**src/hw/cpu_macros.svh**
```systemverilog
`ifndef CPU_MACROS_SVH
`define CPU_MACROS_SVH

// data and address width.
`define CPU_WORD_W      16

// register file shape.
`define CPU_NUM_REGS    4
`define CPU_REG_IDX_W   2
`define CPU_LINK_REG    2

// instruction field widths.
`define CPU_OPCODE_W    4
`define CPU_FUNCT_W     6
`define CPU_IMM_W       8
`define CPU_TGT_W       12

`endif

```
**src/hw/isa_pkg.sv**
```systemverilog
`include "cpu_macros.svh"

package isa_pkg;

    // major opcodes, bits 15:12.
    typedef enum logic [`CPU_OPCODE_W-1:0] {
        OP_BNE   = 4'd0,
        OP_BEQ   = 4'd1,
        OP_BGZ   = 4'd2,
        OP_BLZ   = 4'd3,
        OP_ADI   = 4'd4,
        OP_ORI   = 4'd5,
        OP_LHI   = 4'd6,
        OP_LWD   = 4'd7,
        OP_SWD   = 4'd8,
        OP_JMP   = 4'd9,
        OP_JAL   = 4'd10,
        OP_RTYPE = 4'd15
    } opcode_e;

    // funct codes under OP_RTYPE.
    typedef enum logic [`CPU_FUNCT_W-1:0] {
        FN_ADD = 6'd0,
        FN_SUB = 6'd1,
        FN_AND = 6'd2,
        FN_ORR = 6'd3,
        FN_NOT = 6'd4,
        FN_TCP = 6'd5,
        FN_SHL = 6'd6,
        FN_SHR = 6'd7,
        FN_JPR = 6'd25,
        FN_JRL = 6'd26,
        FN_WWD = 6'd28,
        FN_HLT = 6'd29
    } funct_e;

    typedef struct packed {
        opcode_e                   opcode;
        logic [`CPU_REG_IDX_W-1:0] rs;
        logic [`CPU_REG_IDX_W-1:0] rt;
        logic [`CPU_REG_IDX_W-1:0] rd;
        logic [`CPU_FUNCT_W-1:0]   funct;
    } instr_t;

    ////////////////////
    // field helpers
    ////////////////////

    // immediate overlaps rd and funct.
    function automatic logic [`CPU_IMM_W-1:0] imm_field(instr_t i);
        return {i.rd, i.funct};
    endfunction

    function automatic logic [`CPU_TGT_W-1:0] tgt_field(instr_t i);
        return {i.rs, i.rt, i.rd, i.funct};
    endfunction

    function automatic logic [`CPU_WORD_W-1:0] imm_sext(instr_t i);
        logic [`CPU_IMM_W-1:0] imm;
        imm = imm_field(i);
        return {{(`CPU_WORD_W-`CPU_IMM_W){imm[`CPU_IMM_W-1]}}, imm};
    endfunction

    function automatic logic [`CPU_WORD_W-1:0] imm_zext(instr_t i);
        return {{(`CPU_WORD_W-`CPU_IMM_W){1'b0}}, imm_field(i)};
    endfunction

endpackage

```
**src/hw/ctrl_pkg.sv**
```systemverilog
package ctrl_pkg;

    typedef enum logic [3:0] {
        ALU_ADD = 4'd0,
        ALU_SUB = 4'd1,
        ALU_AND = 4'd2,
        ALU_ORR = 4'd3,
        ALU_NOT = 4'd4,
        ALU_TCP = 4'd5,
        ALU_SHL = 4'd6,
        ALU_SHR = 4'd7,
        ALU_LHI = 4'd8,
        ALU_IDN = 4'd9,
        ALU_ZRO = 4'd10
    } alu_func_e;

    typedef enum logic [2:0] {
        BR_NONE = 3'd0,
        BR_NE   = 3'd1,
        BR_EQ   = 3'd2,
        BR_GZ   = 3'd3,
        BR_LZ   = 3'd4
    } branch_e;

    // TGT uses the 12-bit target field, REG uses rs.
    typedef enum logic [1:0] {
        JMP_NONE = 2'd0,
        JMP_TGT  = 2'd1,
        JMP_REG  = 2'd2
    } jump_e;

    typedef enum logic [1:0] {
        DEST_RD = 2'd0,
        DEST_RT = 2'd1,
        DEST_R2 = 2'd2
    } dest_e;

    typedef enum logic [1:0] {
        IMM_NONE = 2'd0,
        IMM_SEXT = 2'd1,
        IMM_ZEXT = 2'd2
    } imm_e;

    typedef enum logic [1:0] {
        ST_START = 2'd0,
        ST_RUN   = 2'd1,
        ST_HALT  = 2'd2
    } cpu_state_e;

    // write, strobe and advance bits only ever set in RUN.
    typedef struct packed {
        alu_func_e alu_func;
        imm_e      imm_sel;
        logic      reg_write;
        dest_e     dest;
        logic      mem_read;
        logic      mem_write;
        logic      pc_to_reg;
        branch_e   branch;
        jump_e     jump;
        logic      wwd;
        logic      advance;
    } ctrl_word_t;

endpackage

```
**src/hw/control_unit.sv**
```systemverilog
module control_unit (
    input  logic                 clk,
    input  logic                 arst_n,
    input  isa_pkg::instr_t      instr,
    output ctrl_pkg::ctrl_word_t ctrl,
    output logic                 halted
);

    ctrl_pkg::cpu_state_e state;
    ctrl_pkg::branch_e    br;
    ctrl_pkg::jump_e      jmp;
    ctrl_pkg::alu_func_e  func;
    ctrl_pkg::imm_e       imm;
    logic                 run;
    logic is_rtype, is_itype, is_load, is_store, is_link, is_wwd, is_halt;

    ////////////////////
    // classify
    ////////////////////

    always_comb begin
        is_rtype = 1'b0;
        is_itype = 1'b0;
        is_load  = 1'b0;
        is_store = 1'b0;
        is_link  = 1'b0;
        is_wwd   = 1'b0;
        is_halt  = 1'b0;
        br       = ctrl_pkg::BR_NONE;
        jmp      = ctrl_pkg::JMP_NONE;
        func     = ctrl_pkg::ALU_ZRO;
        imm      = ctrl_pkg::IMM_NONE;
        case (instr.opcode)
            isa_pkg::OP_ADI: begin
                is_itype = 1'b1;
                func     = ctrl_pkg::ALU_ADD;
                imm      = ctrl_pkg::IMM_SEXT;
            end
            isa_pkg::OP_ORI: begin
                is_itype = 1'b1;
                func     = ctrl_pkg::ALU_ORR;
                imm      = ctrl_pkg::IMM_ZEXT;
            end
            isa_pkg::OP_LHI: begin
                is_itype = 1'b1;
                func     = ctrl_pkg::ALU_LHI;
                imm      = ctrl_pkg::IMM_ZEXT;
            end
            // loads and stores address rs plus sext imm.
            isa_pkg::OP_LWD: begin
                is_load = 1'b1;
                func    = ctrl_pkg::ALU_ADD;
                imm     = ctrl_pkg::IMM_SEXT;
            end
            isa_pkg::OP_SWD: begin
                is_store = 1'b1;
                func     = ctrl_pkg::ALU_ADD;
                imm      = ctrl_pkg::IMM_SEXT;
            end
            isa_pkg::OP_BNE: br = ctrl_pkg::BR_NE;
            isa_pkg::OP_BEQ: br = ctrl_pkg::BR_EQ;
            isa_pkg::OP_BGZ: br = ctrl_pkg::BR_GZ;
            isa_pkg::OP_BLZ: br = ctrl_pkg::BR_LZ;
            isa_pkg::OP_JMP: jmp = ctrl_pkg::JMP_TGT;
            isa_pkg::OP_JAL: begin
                jmp     = ctrl_pkg::JMP_TGT;
                is_link = 1'b1;
            end
            isa_pkg::OP_RTYPE: begin
                is_rtype = 1'b1;
                case (instr.funct)
                    isa_pkg::FN_ADD: func = ctrl_pkg::ALU_ADD;
                    isa_pkg::FN_SUB: func = ctrl_pkg::ALU_SUB;
                    isa_pkg::FN_AND: func = ctrl_pkg::ALU_AND;
                    isa_pkg::FN_ORR: func = ctrl_pkg::ALU_ORR;
                    isa_pkg::FN_NOT: func = ctrl_pkg::ALU_NOT;
                    isa_pkg::FN_TCP: func = ctrl_pkg::ALU_TCP;
                    isa_pkg::FN_SHL: func = ctrl_pkg::ALU_SHL;
                    isa_pkg::FN_SHR: func = ctrl_pkg::ALU_SHR;
                    default: begin
                        // not an alu op, so no rd write.
                        is_rtype = 1'b0;
                        case (instr.funct)
                            isa_pkg::FN_JPR: jmp = ctrl_pkg::JMP_REG;
                            isa_pkg::FN_JRL: begin
                                jmp     = ctrl_pkg::JMP_REG;
                                is_link = 1'b1;
                            end
                            isa_pkg::FN_WWD: begin
                                is_wwd = 1'b1;
                                func   = ctrl_pkg::ALU_IDN;
                            end
                            isa_pkg::FN_HLT: is_halt = 1'b1;
                            default: is_halt = 1'b0;
                        endcase
                    end
                endcase
            end
            default: func = ctrl_pkg::ALU_ZRO;
        endcase
    end

    ////////////////////
    // state
    ////////////////////

    always_ff @(posedge clk or negedge arst_n) begin
        if (!arst_n) begin
            state <= ctrl_pkg::ST_START;
        end else begin
            case (state)
                ctrl_pkg::ST_START: state <= ctrl_pkg::ST_RUN;
                ctrl_pkg::ST_RUN: begin
                    if (is_halt) begin
                        state <= ctrl_pkg::ST_HALT;
                    end
                end
                ctrl_pkg::ST_HALT: state <= ctrl_pkg::ST_HALT;
                default: state <= ctrl_pkg::ST_START;
            endcase
        end
    end

    assign run    = (state == ctrl_pkg::ST_RUN);
    assign halted = (state == ctrl_pkg::ST_HALT);

    always_comb begin
        ctrl.alu_func  = func;
        ctrl.imm_sel   = imm;
        ctrl.reg_write = run & (is_rtype | is_itype | is_load | is_link);
        if (is_link) begin
            ctrl.dest = ctrl_pkg::DEST_R2;
        end else if (is_itype | is_load) begin
            ctrl.dest = ctrl_pkg::DEST_RT;
        end else begin
            ctrl.dest = ctrl_pkg::DEST_RD;
        end
        ctrl.mem_read  = is_load;
        ctrl.mem_write = run & is_store;
        ctrl.pc_to_reg = is_link;
        ctrl.branch    = br;
        ctrl.jump      = jmp;
        ctrl.wwd       = run & is_wwd;
        // pc holds on HLT.
        ctrl.advance   = run & ~is_halt;
    end

endmodule

```
**src/hw/alu.sv**
```systemverilog
`include "cpu_macros.svh"

module alu (
    input  ctrl_pkg::ctrl_word_t   ctrl,
    input  isa_pkg::instr_t        instr,
    input  logic [`CPU_WORD_W-1:0] rs_data,
    input  logic [`CPU_WORD_W-1:0] rt_data,
    output logic [`CPU_WORD_W-1:0] result
);

    logic [`CPU_WORD_W-1:0] op_b;

    // second operand.
    always_comb begin
        case (ctrl.imm_sel)
            ctrl_pkg::IMM_SEXT: op_b = isa_pkg::imm_sext(instr);
            ctrl_pkg::IMM_ZEXT: op_b = isa_pkg::imm_zext(instr);
            default:            op_b = rt_data;
        endcase
    end

    always_comb begin
        case (ctrl.alu_func)
            ctrl_pkg::ALU_ADD: result = rs_data + op_b;
            ctrl_pkg::ALU_SUB: result = rs_data - op_b;
            ctrl_pkg::ALU_AND: result = rs_data & op_b;
            ctrl_pkg::ALU_ORR: result = rs_data | op_b;
            ctrl_pkg::ALU_NOT: result = ~rs_data;
            ctrl_pkg::ALU_TCP: result = ~rs_data + 1'b1;
            ctrl_pkg::ALU_SHL: result = {rs_data[`CPU_WORD_W-2:0], 1'b0};
            // arithmetic, keeps the sign bit.
            ctrl_pkg::ALU_SHR: begin
                result = {rs_data[`CPU_WORD_W-1], rs_data[`CPU_WORD_W-1:1]};
            end
            ctrl_pkg::ALU_LHI: begin
                result = {op_b[`CPU_IMM_W-1:0], {(`CPU_WORD_W-`CPU_IMM_W){1'b0}}};
            end
            ctrl_pkg::ALU_IDN: result = rs_data;
            default:           result = '0;
        endcase
    end

endmodule

```
**src/hw/register_file.sv**
```systemverilog
`include "cpu_macros.svh"

module register_file (
    input  logic                      clk,
    input  logic                      arst_n,
    input  logic [`CPU_REG_IDX_W-1:0] rs_idx,
    input  logic [`CPU_REG_IDX_W-1:0] rt_idx,
    output logic [`CPU_WORD_W-1:0]    rs_data,
    output logic [`CPU_WORD_W-1:0]    rt_data,
    input  logic                      wr_en,
    input  logic [`CPU_REG_IDX_W-1:0] wr_idx,
    input  logic [`CPU_WORD_W-1:0]    wr_data
);

    logic [`CPU_WORD_W-1:0] regs [`CPU_NUM_REGS];

    // reads see the old value until the edge.
    assign rs_data = regs[rs_idx];
    assign rt_data = regs[rt_idx];

    always_ff @(posedge clk or negedge arst_n) begin
        if (!arst_n) begin
            for (int i = 0; i < `CPU_NUM_REGS; i++) begin
                regs[i] <= '0;
            end
        end else if (wr_en) begin
            regs[wr_idx] <= wr_data;
        end
    end

endmodule

```
**src/hw/pc_unit.sv**
```systemverilog
`include "cpu_macros.svh"

module pc_unit (
    input  logic                   clk,
    input  logic                   arst_n,
    input  ctrl_pkg::ctrl_word_t   ctrl,
    input  isa_pkg::instr_t        instr,
    input  logic [`CPU_WORD_W-1:0] rs_data,
    input  logic [`CPU_WORD_W-1:0] rt_data,
    output logic [`CPU_WORD_W-1:0] pc,
    output logic [`CPU_WORD_W-1:0] pc_plus1
);

    logic                   taken;
    logic [`CPU_WORD_W-1:0] pc_next;

    assign pc_plus1 = pc + 1'b1;

    ////////////////////
    // branch compare
    ////////////////////

    always_comb begin
        case (ctrl.branch)
            ctrl_pkg::BR_NE: taken = (rs_data != rt_data);
            ctrl_pkg::BR_EQ: taken = (rs_data == rt_data);
            ctrl_pkg::BR_GZ: taken = ($signed(rs_data) > 0);
            ctrl_pkg::BR_LZ: taken = ($signed(rs_data) < 0);
            default:         taken = 1'b0;
        endcase
    end

    // jumps first, branches relative to pc+1.
    always_comb begin
        case (ctrl.jump)
            ctrl_pkg::JMP_TGT: begin
                pc_next = {pc[`CPU_WORD_W-1:`CPU_TGT_W], isa_pkg::tgt_field(instr)};
            end
            ctrl_pkg::JMP_REG: pc_next = rs_data;
            default: begin
                pc_next = taken ? pc_plus1 + isa_pkg::imm_sext(instr) : pc_plus1;
            end
        endcase
    end

    always_ff @(posedge clk or negedge arst_n) begin
        if (!arst_n) begin
            pc <= '0;
        end else if (ctrl.advance) begin
            pc <= pc_next;
        end
    end

endmodule

```
**src/hw/cpu_core.sv**
```systemverilog
`include "cpu_macros.svh"

module cpu_core (
    input  logic                   clk,
    input  logic                   arst_n,
    output logic [`CPU_WORD_W-1:0] inst_addr,
    input  logic [`CPU_WORD_W-1:0] inst_data,
    output logic [`CPU_WORD_W-1:0] d_addr,
    output logic [`CPU_WORD_W-1:0] d_wdata,
    output logic                   d_write,
    input  logic [`CPU_WORD_W-1:0] d_rdata,
    output logic                   wwd_valid,
    output logic [`CPU_WORD_W-1:0] wwd_data,
    output logic                   halted
);

    isa_pkg::instr_t           instr;
    ctrl_pkg::ctrl_word_t      ctrl;
    logic [`CPU_WORD_W-1:0]    rs_data;
    logic [`CPU_WORD_W-1:0]    rt_data;
    logic [`CPU_WORD_W-1:0]    alu_result;
    logic [`CPU_WORD_W-1:0]    pc_plus1;
    logic [`CPU_WORD_W-1:0]    wb_data;
    logic [`CPU_REG_IDX_W-1:0] wb_idx;

    assign instr = inst_data;

    control_unit i_control_unit (
        .clk    (clk),
        .arst_n (arst_n),
        .instr  (instr),
        .ctrl   (ctrl),
        .halted (halted)
    );

    register_file i_register_file (
        .clk     (clk),
        .arst_n  (arst_n),
        .rs_idx  (instr.rs),
        .rt_idx  (instr.rt),
        .rs_data (rs_data),
        .rt_data (rt_data),
        .wr_en   (ctrl.reg_write),
        .wr_idx  (wb_idx),
        .wr_data (wb_data)
    );

    alu i_alu (
        .ctrl    (ctrl),
        .instr   (instr),
        .rs_data (rs_data),
        .rt_data (rt_data),
        .result  (alu_result)
    );

    pc_unit i_pc_unit (
        .clk      (clk),
        .arst_n   (arst_n),
        .ctrl     (ctrl),
        .instr    (instr),
        .rs_data  (rs_data),
        .rt_data  (rt_data),
        .pc       (inst_addr),
        .pc_plus1 (pc_plus1)
    );

    ////////////////////
    // write-back
    ////////////////////

    // link beats load beats alu.
    assign wb_data = ctrl.pc_to_reg ? pc_plus1 :
                     ctrl.mem_read  ? d_rdata  : alu_result;

    always_comb begin
        case (ctrl.dest)
            ctrl_pkg::DEST_RT: wb_idx = instr.rt;
            ctrl_pkg::DEST_R2: wb_idx = `CPU_REG_IDX_W'(`CPU_LINK_REG);
            default:           wb_idx = instr.rd;
        endcase
    end

    // data and wwd ports.
    assign d_addr    = alu_result;
    assign d_wdata   = rt_data;
    assign d_write   = ctrl.mem_write;
    assign wwd_valid = ctrl.wwd;
    assign wwd_data  = alu_result;

endmodule

```
**config.mk**
```make
export PLATFORM = sky130hd
export DESIGN_NAME = cpu_core
export DESIGN_NICKNAME = d
export VERILOG_FILES = /design/src/hw/isa_pkg.sv /design/src/hw/ctrl_pkg.sv /design/src/hw/control_unit.sv /design/src/hw/alu.sv /design/src/hw/register_file.sv /design/src/hw/pc_unit.sv /design/src/hw/cpu_core.sv
export VERILOG_INCLUDE_DIRS = /design/src /design/src/hw
export SDC_FILE = /design/constraint.sdc
export NUM_CORES = 1
export LEC_CHECK = 0
export ABC_AREA = 1
export BUFFER_PORTS_ARGS = -buffer_cell sky130_fd_sc_hd__buf_4
export CELL_PAD_IN_SITES_DETAIL_PLACEMENT = 2
export CELL_PAD_IN_SITES_GLOBAL_PLACEMENT = 2
export CORE_MARGIN = 2
export CORE_UTILIZATION = 30
export CTS_CLUSTER_SIZE = 24
export DETAILED_ROUTE_END_ITERATION = 12
export GPL_TIMING_DRIVEN = 0
export HOLD_SLACK_MARGIN = 0.02
export PLACE_DENSITY_LB_ADDON = 0.1
export SYNTH_ARGS = -nofsm -noshare
export SYNTH_HDL_FRONTEND = slang
export SYNTH_SLANG_ARGS = --single-unit
```
**constraint.sdc**
```tcl
create_clock -name clk -period 18.01 [get_ports clk]
set_input_delay 3.602 -clock clk [delete_from_list [all_inputs] [get_ports clk]]
set_output_delay 3.602 -clock clk [all_outputs]
set_load 0.03 [all_outputs]
```
### Yosys cells after proc, flatten, opt, wreduce, memory -nomap -nowiden

Cells that the tools add are included.

* $add $sub $neg: 5
* magnitude comparators: 6
* equality and inequality tests: 46
* mux-type cells: 43
* bitwise gates (word level): 16
* reductions and logical operators: 12

Operators with widths (number)
* case mux 16 bit (10 select lines): 1
* 2-to-1 mux 16 bit: 8
* binary-select mux 16 bit (select 2 bit): 2
* bitwise mux 64 bit: 1
* case mux 16 bit (2 select lines): 2
* adder 16 x 1 -> 16 bit (second input constant): 2
* adder 16 bit: 2
* demux 16 bit (select 2 bit): 1
* equality test 4 x 3 -> 1 bit (second input constant): 8
* case mux 4 bit (8 select lines): 1
* equality test 4 bit (second input constant): 6
* equality test 6 x 3 -> 1 bit (second input constant): 4
* equality test 6 x 5 -> 1 bit (second input constant): 4
* bitwise AND 16 bit: 1
* equality test 16 bit: 1
* equality test 4 x 2 -> 1 bit (second input constant): 4
* greater-than comparator 16 x 1 -> 1 bit (second input constant): 1
* less-than comparator 16 x 1 -> 1 bit (second input constant): 1
* != test 16 bit: 1
* NOT 16 bit: 1
* OR 16 bit: 1
* case mux 4 bit (4 select lines): 1
* subtractor 16 bit: 1
* 2-to-1 mux 1 bit: 14
* 29 further kinds: 59

* register bits: 82
* input bits: 34

### Depth between registers and ports, before layout

Gate-level depths: netlist of the first run.

* word-level depth: 14
* gate-level depth with buffers: 33

### Modules after synthesis

Synthesis of the first run repeated with hierarchy kept, for this count alone.

* cell total of the unflattened synthesis: 1810
* area total of the unflattened synthesis: 10679.0 µm²

Modules (own cells, without submodules)
* register_file: times used 1, cells each 594, area an instance 3963.8 µm², seq. area each 1601.5 µm²
* pc_unit: times used 1, cells each 502, area an instance 2841.5 µm², seq. area each 400.4 µm²
* alu: times used 1, cells each 480, area an instance 2682.6 µm², seq. area each 0.0 µm²
* cpu_core: times used 1, cells each 148, area an instance 691.9 µm², seq. area each 0.0 µm²
* control_unit: times used 1, cells each 86, area an instance 499.2 µm², seq. area each 50.0 µm²

### Worst setup path after synthesis of the first run

OpenSTA, ideal clock, no wires.

* path kind: input to output
* start point: in inst_data[15]
* end point: out wwd_data[13]
* arrival: 8079 ps
* data required time: 14408 ps
* path slack: 6329 ps
* stages: 29
* cell sequence: inv_1 > nand2_1 > inv_1 > nand2_1 > inv_1 > nor2_1 > ha_1 > clkbuf_1 > buf_1 > nand2_1 > o21ai_1 > ha_1 > inv_1 > nor3_1 > nand2_1 > nor3_1 > nand3_1 > nand2_1 > xor2_1 > ha_1 > a21oi_1 > o21a_1 > nand3_1 > inv_1 > o21bai_1 > or2_2 > nand3_1 > nand4_1 > buf_4

* word-level cells in the longest chain between the ends: 7
* elaborated cells between the ends (all ways): 28
* those cells by class: 2 x add/sub; 17 x eq/ne; 4 x mux; 2 x bitwise; 3 x reduce/logical

RTL lines
* from (decl): RTL line cpu_core.sv:7 `` input logic [`CPU_WORD_W-1:0] inst_data, ``
* equality test 4 x 3 -> 1 bit / equality test 4 bit (equally long branches): RTL line control_unit.sv:33 `case (instr.opcode)`
* OR reduction 3 bit (no line) / OR reduction 2 bit (equally long branches)
* case mux 2 bit (2 select lines): RTL line control_unit.sv:33
* equality test 2 bit / equality test 2 x 1 -> 1 bit (equally long branches): RTL line alu.sv:15 `case (ctrl.imm_sel)`
* case mux 16 bit (2 select lines): RTL line alu.sv:15
* subtractor 16 bit, or another cell as far along: RTL line alu.sv:25 `ctrl_pkg::ALU_SUB: result = rs_data - op_b;`
* case mux 16 bit (10 select lines) *: RTL line alu.sv:23 `case (ctrl.alu_func)`
* to (decl): RTL line cpu_core.sv:13 `` output logic [`CPU_WORD_W-1:0] wwd_data, ``

Mark *: on every way between the ends. The rest lies on a longest branch, timed or not.

### Worst setup path after layout of the first run

Same ends and word-level chain as after synthesis.

==> results.toml, run 1 <==
[status]
status = "complete, no violations"

[critical_path]
critPathKind = "in -> out"
cp_max_fo = 10
reg2reg_depth = 26
crit_required_ns = 14.41
start_kind = "primary input"
critical-path-max-stage-delay_ns = 0.62
r2r_start = "i_register_file.regs[0]"
slowest_stage = "buf_1"
critPathCaptureType = "output pin"
startpoint = "inst_data[15]"
worstPathArrival_ns = 10.07

[timing]
maxSlewHeadroom = 0.1706
finalCriticalPeriod_ns = 13.68
setup_viol = 0
worst_pin_slew_ns = 1.239
fmax_ghz = 0.07312
rsz0062_at_grt = "false"
drv_slew = 0
fin_ws_ns = 4.334
skew_ns = 0.01233
hold_viol_final = 0
hold_ws_ns = 0.5145
finalCritPeriodShare = 0.7593
fin_setup_tns_ns = 0

[clock_network]
clkSinkCount = 82
tritoncts = "built"
cts_buffer_depth = 2
postCtsSetupBuffers = 0
cts_buffers = 9
clkTransAtPathRegs_ns = 0.07
cts_resized = 0
clk_latency_ns = 0.36
root_buffer = "clkbuf_16"
cts_max_level = 3
hold_buffers = 0

[placement]
routabilityCongestion = 0.9028
place_ws_ns = 4.304
dp_hpwl_um = 39850
portBuffers = 97
place_area_sq_um = 10660

[synthesis]
syn_area_sq_um = 9432
ys_ff_latch = 82
syn_area_per_cell_sq_um = 5.936
yosysSeqAreaShare = 0.2176
async_reset_ff_frac = 1.000
synth_edf_count = 0
synthCells = 1589
synth_cell_type_count = 49
synth_flop_cell = "dfrtp_1"
synth_warnings = 0
syn_nets = 1667

[route]
ant_nets = 0
vias_per_cell = 5.453
num_vias = 11440
wl_per_cell_um = 23.72
post-route-drc-count = 0
first_iter_violations = 698
drt_first_pass_iters = 5
wl_um = 49770

[hold_path]
min_path_cells = 2
hold_path_class = "reg -> reg"
hp-start = "i_register_file.regs[31]"

[global_route]
grt.overflow.total = 0
grt_start_max_net_pins = 83
grt_pass1_vias = 12070
antenna_found_initial = 1
grtUsageTotal = 0.3028
grt_pass1_wl_um = 75090

[die]
row_count = 64
fp.dieH_um = 181.3
start_util = 0.3067
core_sq_um = 30750
dieArea_sq_um = 32870
die_w_um = 181.3
io_pins = 101

[pwr]
ir_worst_vdd_uv = 66.01
p_leak_nw = 5.872
power_density_nw_per_um2 = 141.5

[layout]
antennaDiodeCount = 0
area_growth_pct = 16.28
n_fill_cell = 3910
fin_util = 0.3566
drive_gt1_frac = 0.1392
final_area_sq_um = 10970
final_net_count = 1775

[job]
max-cap-violations = 0
-- sequential cells by signal, summed over array words and instances, names as in the netlist --
signal                cells
i_control_unit.state      2
i_register_file.regs     64
i_pc_unit.pc             16
-- layout by cell type (no fill, tap or decap), types with 3 or more instances in the layout --
master / n
a21o_1: 3
inv_1: 138
xnor2_1: 19
ha_1: 42
nand2_1: 601
nor3_1: 15
clkinvlp_4: 3
nor2_2: 10
o22ai_1: 12
o211ai_1: 9
nand3_1: 161
nor2_1: 129
buf_6: 6
xor2_1: 31
o21ai_1: 12
buf_4: 121
inv_2: 15
buf_2: 21
nand3_2: 13
nand2_2: 12
a21oi_1: 70
clkbuf_1: 12
clkinv_1: 4
o21ai_0: 67
or2_2: 9
nand4_1: 32
a21boi_0: 6
clkbuf_16: 9
buf_1: 3
dfrtp_1: 82
a31oi_1: 4
-- logic make-up (layout without fill, tap and decap cells) --
family,Yosys count,in the layout,synth area share
compound gates,192,192,0.1124
xor+xnor,51,51,0.04816
fa+ha+maj,44,44,0.05996
buf+inv,225,338,0.1069
flops,82,82,0.2176
simple gates,995,995,0.4550
-- cell usage after synthesis (all sizes together), types with 12 or more instances --
cell type  instances  area (sq um)
inv              153         574.3
nand4             34         225.2
nor2             141         569.3
nand2            614          2342
a21oi             70         350.3
xnor2             20         182.7
o22ai             13         87.58
clkbuf            12         45.04
buf               54         364.1
o21ai             79         395.4
xor2              31         271.5
dfrtp             82          2052
nor3              17         101.4
nand3            176         970.9
ha                42         525.5
-- where the power goes --
group	internal [W]	total (W)	leakage [nW]	switching (W)
combinational	0.000328	0.00101	4.67	0.000682
sequential	0.000259	0.000340	1.06	0.0000818
clock	0.000113	0.000201	0.143	0.0000884
-- metrics by stage --
stage,total power (W),cells
final,0.001552,2098
after global routing,0.001677,2098
after CTS,0.001548,2098
after detailed placement,0.001337,2082
after global placement,0.001293,2082
after floorplan,0.0009785,1589
-- final timing paths --
check / end / slack, ns
min in group asynchronous: i_register_file.regs[6] / 3.44
min: i_register_file.regs[31] / 0.51
max: wwd_data[13] / 4.33
max in group asynchronous: i_register_file.regs[3] / 13.78
max reg2reg: i_register_file.regs[13] / 12.90
min reg2reg: i_register_file.regs[31] / 0.51
-- final cells by class --
| class | count | area (sq um) | area share |
|---|---|---|---|
| multi-input cells | 1282 | 6371 | 0.5809 |
| clock buffers | 10 | 239.0 | 0.02179 |
| plain buffers | 66 | 409.1 | 0.03731 |
| well taps | 396 | 495.5 | 0.04518 |
| flip-flops and latches | 82 | 2052 | 0.1871 |
| repair buffers | 97 | 728.2 | 0.06640 |
| inverters | 159 | 599.3 | 0.05465 |
| clock inverters | 6 | 72.57 | 0.006617 |
-- critical path, delay by kind of cell --
kind            cells  cell delay, ns
compound gates      4            0.68
xor+xnor            1            0.19
fa+ha+maj           3            0.86
buf+inv            10            2.19
simple gates       13            2.55
-- per-layer routing --
metal	global-route usage	share of wire	vias up	wire length (um)
met1	0.3839	0.44	5750	21760
met4	0.1138	0.035	2	1743
met3	0.04777	0.047	84	2351
met2	0.5166	0.48	280	23910
li1	-	-	5325	-
met5	0	0.00026	-	13
No activity file was read; power rests on OpenSTA's default activity.
==> inputs of run 2 (changes only) <==
--- a/config.mk
+++ b/config.mk
@@ -11,7 +11,7 @@
 export CELL_PAD_IN_SITES_DETAIL_PLACEMENT = 2
 export CELL_PAD_IN_SITES_GLOBAL_PLACEMENT = 2
 export CORE_MARGIN = 2
-export CORE_UTILIZATION = 30
+export CORE_UTILIZATION = 29
 export CTS_CLUSTER_SIZE = 24
 export DETAILED_ROUTE_END_ITERATION = 12
 export GPL_TIMING_DRIVEN = 0
==> constraint.sdc (replaced) <==
create_clock -name clk -period 11.9 [get_ports clk]
set_input_delay 2.38 -clock clk [delete_from_list [all_inputs] [get_ports clk]]
set_output_delay 2.38 -clock clk [all_outputs]
set_load 0.03 [all_outputs]
==> results.toml, run 2 (synthesized netlist as in run 1, its figures left out) <==
[status]
status = "complete, no violations"

[critical_path]
critical-path-max-stage-delay_ns = 0.61
critPathCaptureType = "output pin"
cp_num_buf_inv = 10
slowest_stage = "buf_1"
cp_max_fo = 10
crit_required_ns = 9.52
r2r_setup_slack_ns = 6.85
critPathKind = "in -> out"
start_kind = "primary input"
crit_family = "simple AND/OR/NAND/NOR gates"
worstPathArrival_ns = 8.87

[timing]
hold_ws_ns = 0.5125
skew_ns = 0.01360
rsz0062_at_grt = "false"
maxSlewHeadroom = 0.1718
worst_pin_slew_ns = 1.238
finalCriticalPeriod_ns = 11.25
fmax_ghz = 0.08889
drv_slew = 0
setup_viol = 0
fin_setup_tns_ns = 0
hold_viol_final = 0
finalCritPeriodShare = 0.9454

[layout]
stdcell_count = 2144
final_common_cell = "nand2_1"
n_fill_cell = 4120
area_growth_pct = 16.74
seq_area_sq_um = 2052
reg_top3 = "i_register_file.regs x64, i_pc_unit.pc x16, i_control_unit.state x2"
multi_input_area_sq_um = 6371
mostFrequentLayoutCells = "nand2_1 (601), nand3_1 (161), inv_1 (138)"
antennaDiodeCount = 0
top_register = "i_register_file.regs"
fin_util = 0.3410
final_net_count = 1775
drive_gt1_frac = 0.1392
largest_reg_flops = 64

[clock_network]
root_buffer = "clkbuf_16"
cts_resized = 0
tritoncts = "built"
clkTransAtPathRegs_ns = 0.07
cts_max_level = 3
clkSinkCount = 82
cts_buffers = 9
cts_buffer_depth = 2
clk_latency_ns = 0.37
hold_buffers = 0
postCtsSetupBuffers = 0

[route]
ant_nets = 0
num_vias = 11360
wl_per_cell_um = 22.96
wl_um = 49230
vias_per_cell = 5.299
drt_first_pass_iters = 5
first_iter_violations = 679
post-route-drc-count = 0

[die]
fp.dieH_um = 184.3
start_util = 0.2921
row_count = 66
io_pins = 101
dieArea_sq_um = 33980
core_sq_um = 32290
die_w_um = 184.3

[global_route]
grt.overflow.total = 0
grt_pass1_vias = 11840
grt_pass1_wl_um = 73680
grtUsageTotal = 0.2948
antenna_found_initial = 0
grt_start_max_net_pins = 83

[hold_path]
hold_path_class = "reg -> reg"

[placement]
routabilityCongestion = 0.8739
dp_hpwl_um = 39940
portBuffers = 97
dp_cells = 2128

[job]
max-cap-violations = 0

[pwr]
power_density_nw_per_um2 = 210.5
p_leak_nw = 5.878
ir_worst_vdd_uv = 110.5
## run 2: cell types whose count changed in the layout (fill, tap and decap cells not counted)
cell        delta
bufinv_16      -1
clkbuf_8       +2
clkinv_2       +1
clkinv_4       +1
clkinvlp_4     -3
inv_6          +1
inv_8          -1
## run 2: layout make-up
cell class                      count  share of cell area
Timing Repair Buffer               97             0.06614
Tap cell                          442             0.05023
Multi-Input combinational cell   1282              0.5786
Clock inverter                      4            0.002841
Clock buffer                       12             0.02420
Buffer                             66             0.03716
Sequential cell                    82              0.1864
Inverter                          159             0.05443
## run 2: power breakdown
| group | internal [W] | switching, W | total [W] |
|---|---|---|---|
| Clock | 0.000160 | 0.000132 | 0.000293 |
| Sequential | 0.000392 | 0.000112 | 0.000504 |
| Combinational | 0.000497 | 0.00102 | 0.00152 |
| Total | 0.00105 | 0.00127 | 0.00232 |
## run 2: tightest hold or removal path, stage by stage, from the launching register on
cell and delay [ns]:
dfrtp_1 0.37, nand2_1 0.06, nand2_1 0.06
## run 2: path summary, 6_finish.rpt
| kind | from | endpoint | cells after the start |
|---|---|---|---|
| min in group asynchronous | arst_n | i_register_file.regs[54] | 1 |
| max | inst_data[15] | wwd_data[13] | 31 |
| max in group asynchronous | arst_n | i_pc_unit.pc[0] | 1 |
| min | i_register_file.regs[38] | i_register_file.regs[38] | 2 |
| min reg2reg | i_register_file.regs[38] | i_register_file.regs[38] | 2 |
| max reg2reg | i_register_file.regs[0] | i_register_file.regs[61] | 26 |
## run 2: metrics by stage
| stage | power (W) | worst slack [ns] | area, sq um |
|---|---|---|---|
| 2_1_floorplan | 0.001481 | 2.663 | 9432 |
| 3_3_place_gp | 0.001958 | 0.8158 | 10710 |
| 3_5_place_dp | 0.002012 | 0.6902 | 10710 |
| 4_1_cts | 0.002319 | 0.6544 | 11010 |
| 5_1_grt | 0.002512 | 0.09239 | 11010 |
| 6_report | 0.002317 | 0.6500 | 11010 |
## run 2: metal layers
metal	vias up	part of all wire	wire length, um	global-route usage
met1	5693	0.45	22090	0.3815
met5	-	0	0	0
met4	0	0.042	2045	0.1206
met2	246	0.47	23060	0.4931
li1	5337	-	-	-
met3	86	0.041	2027	0.04031
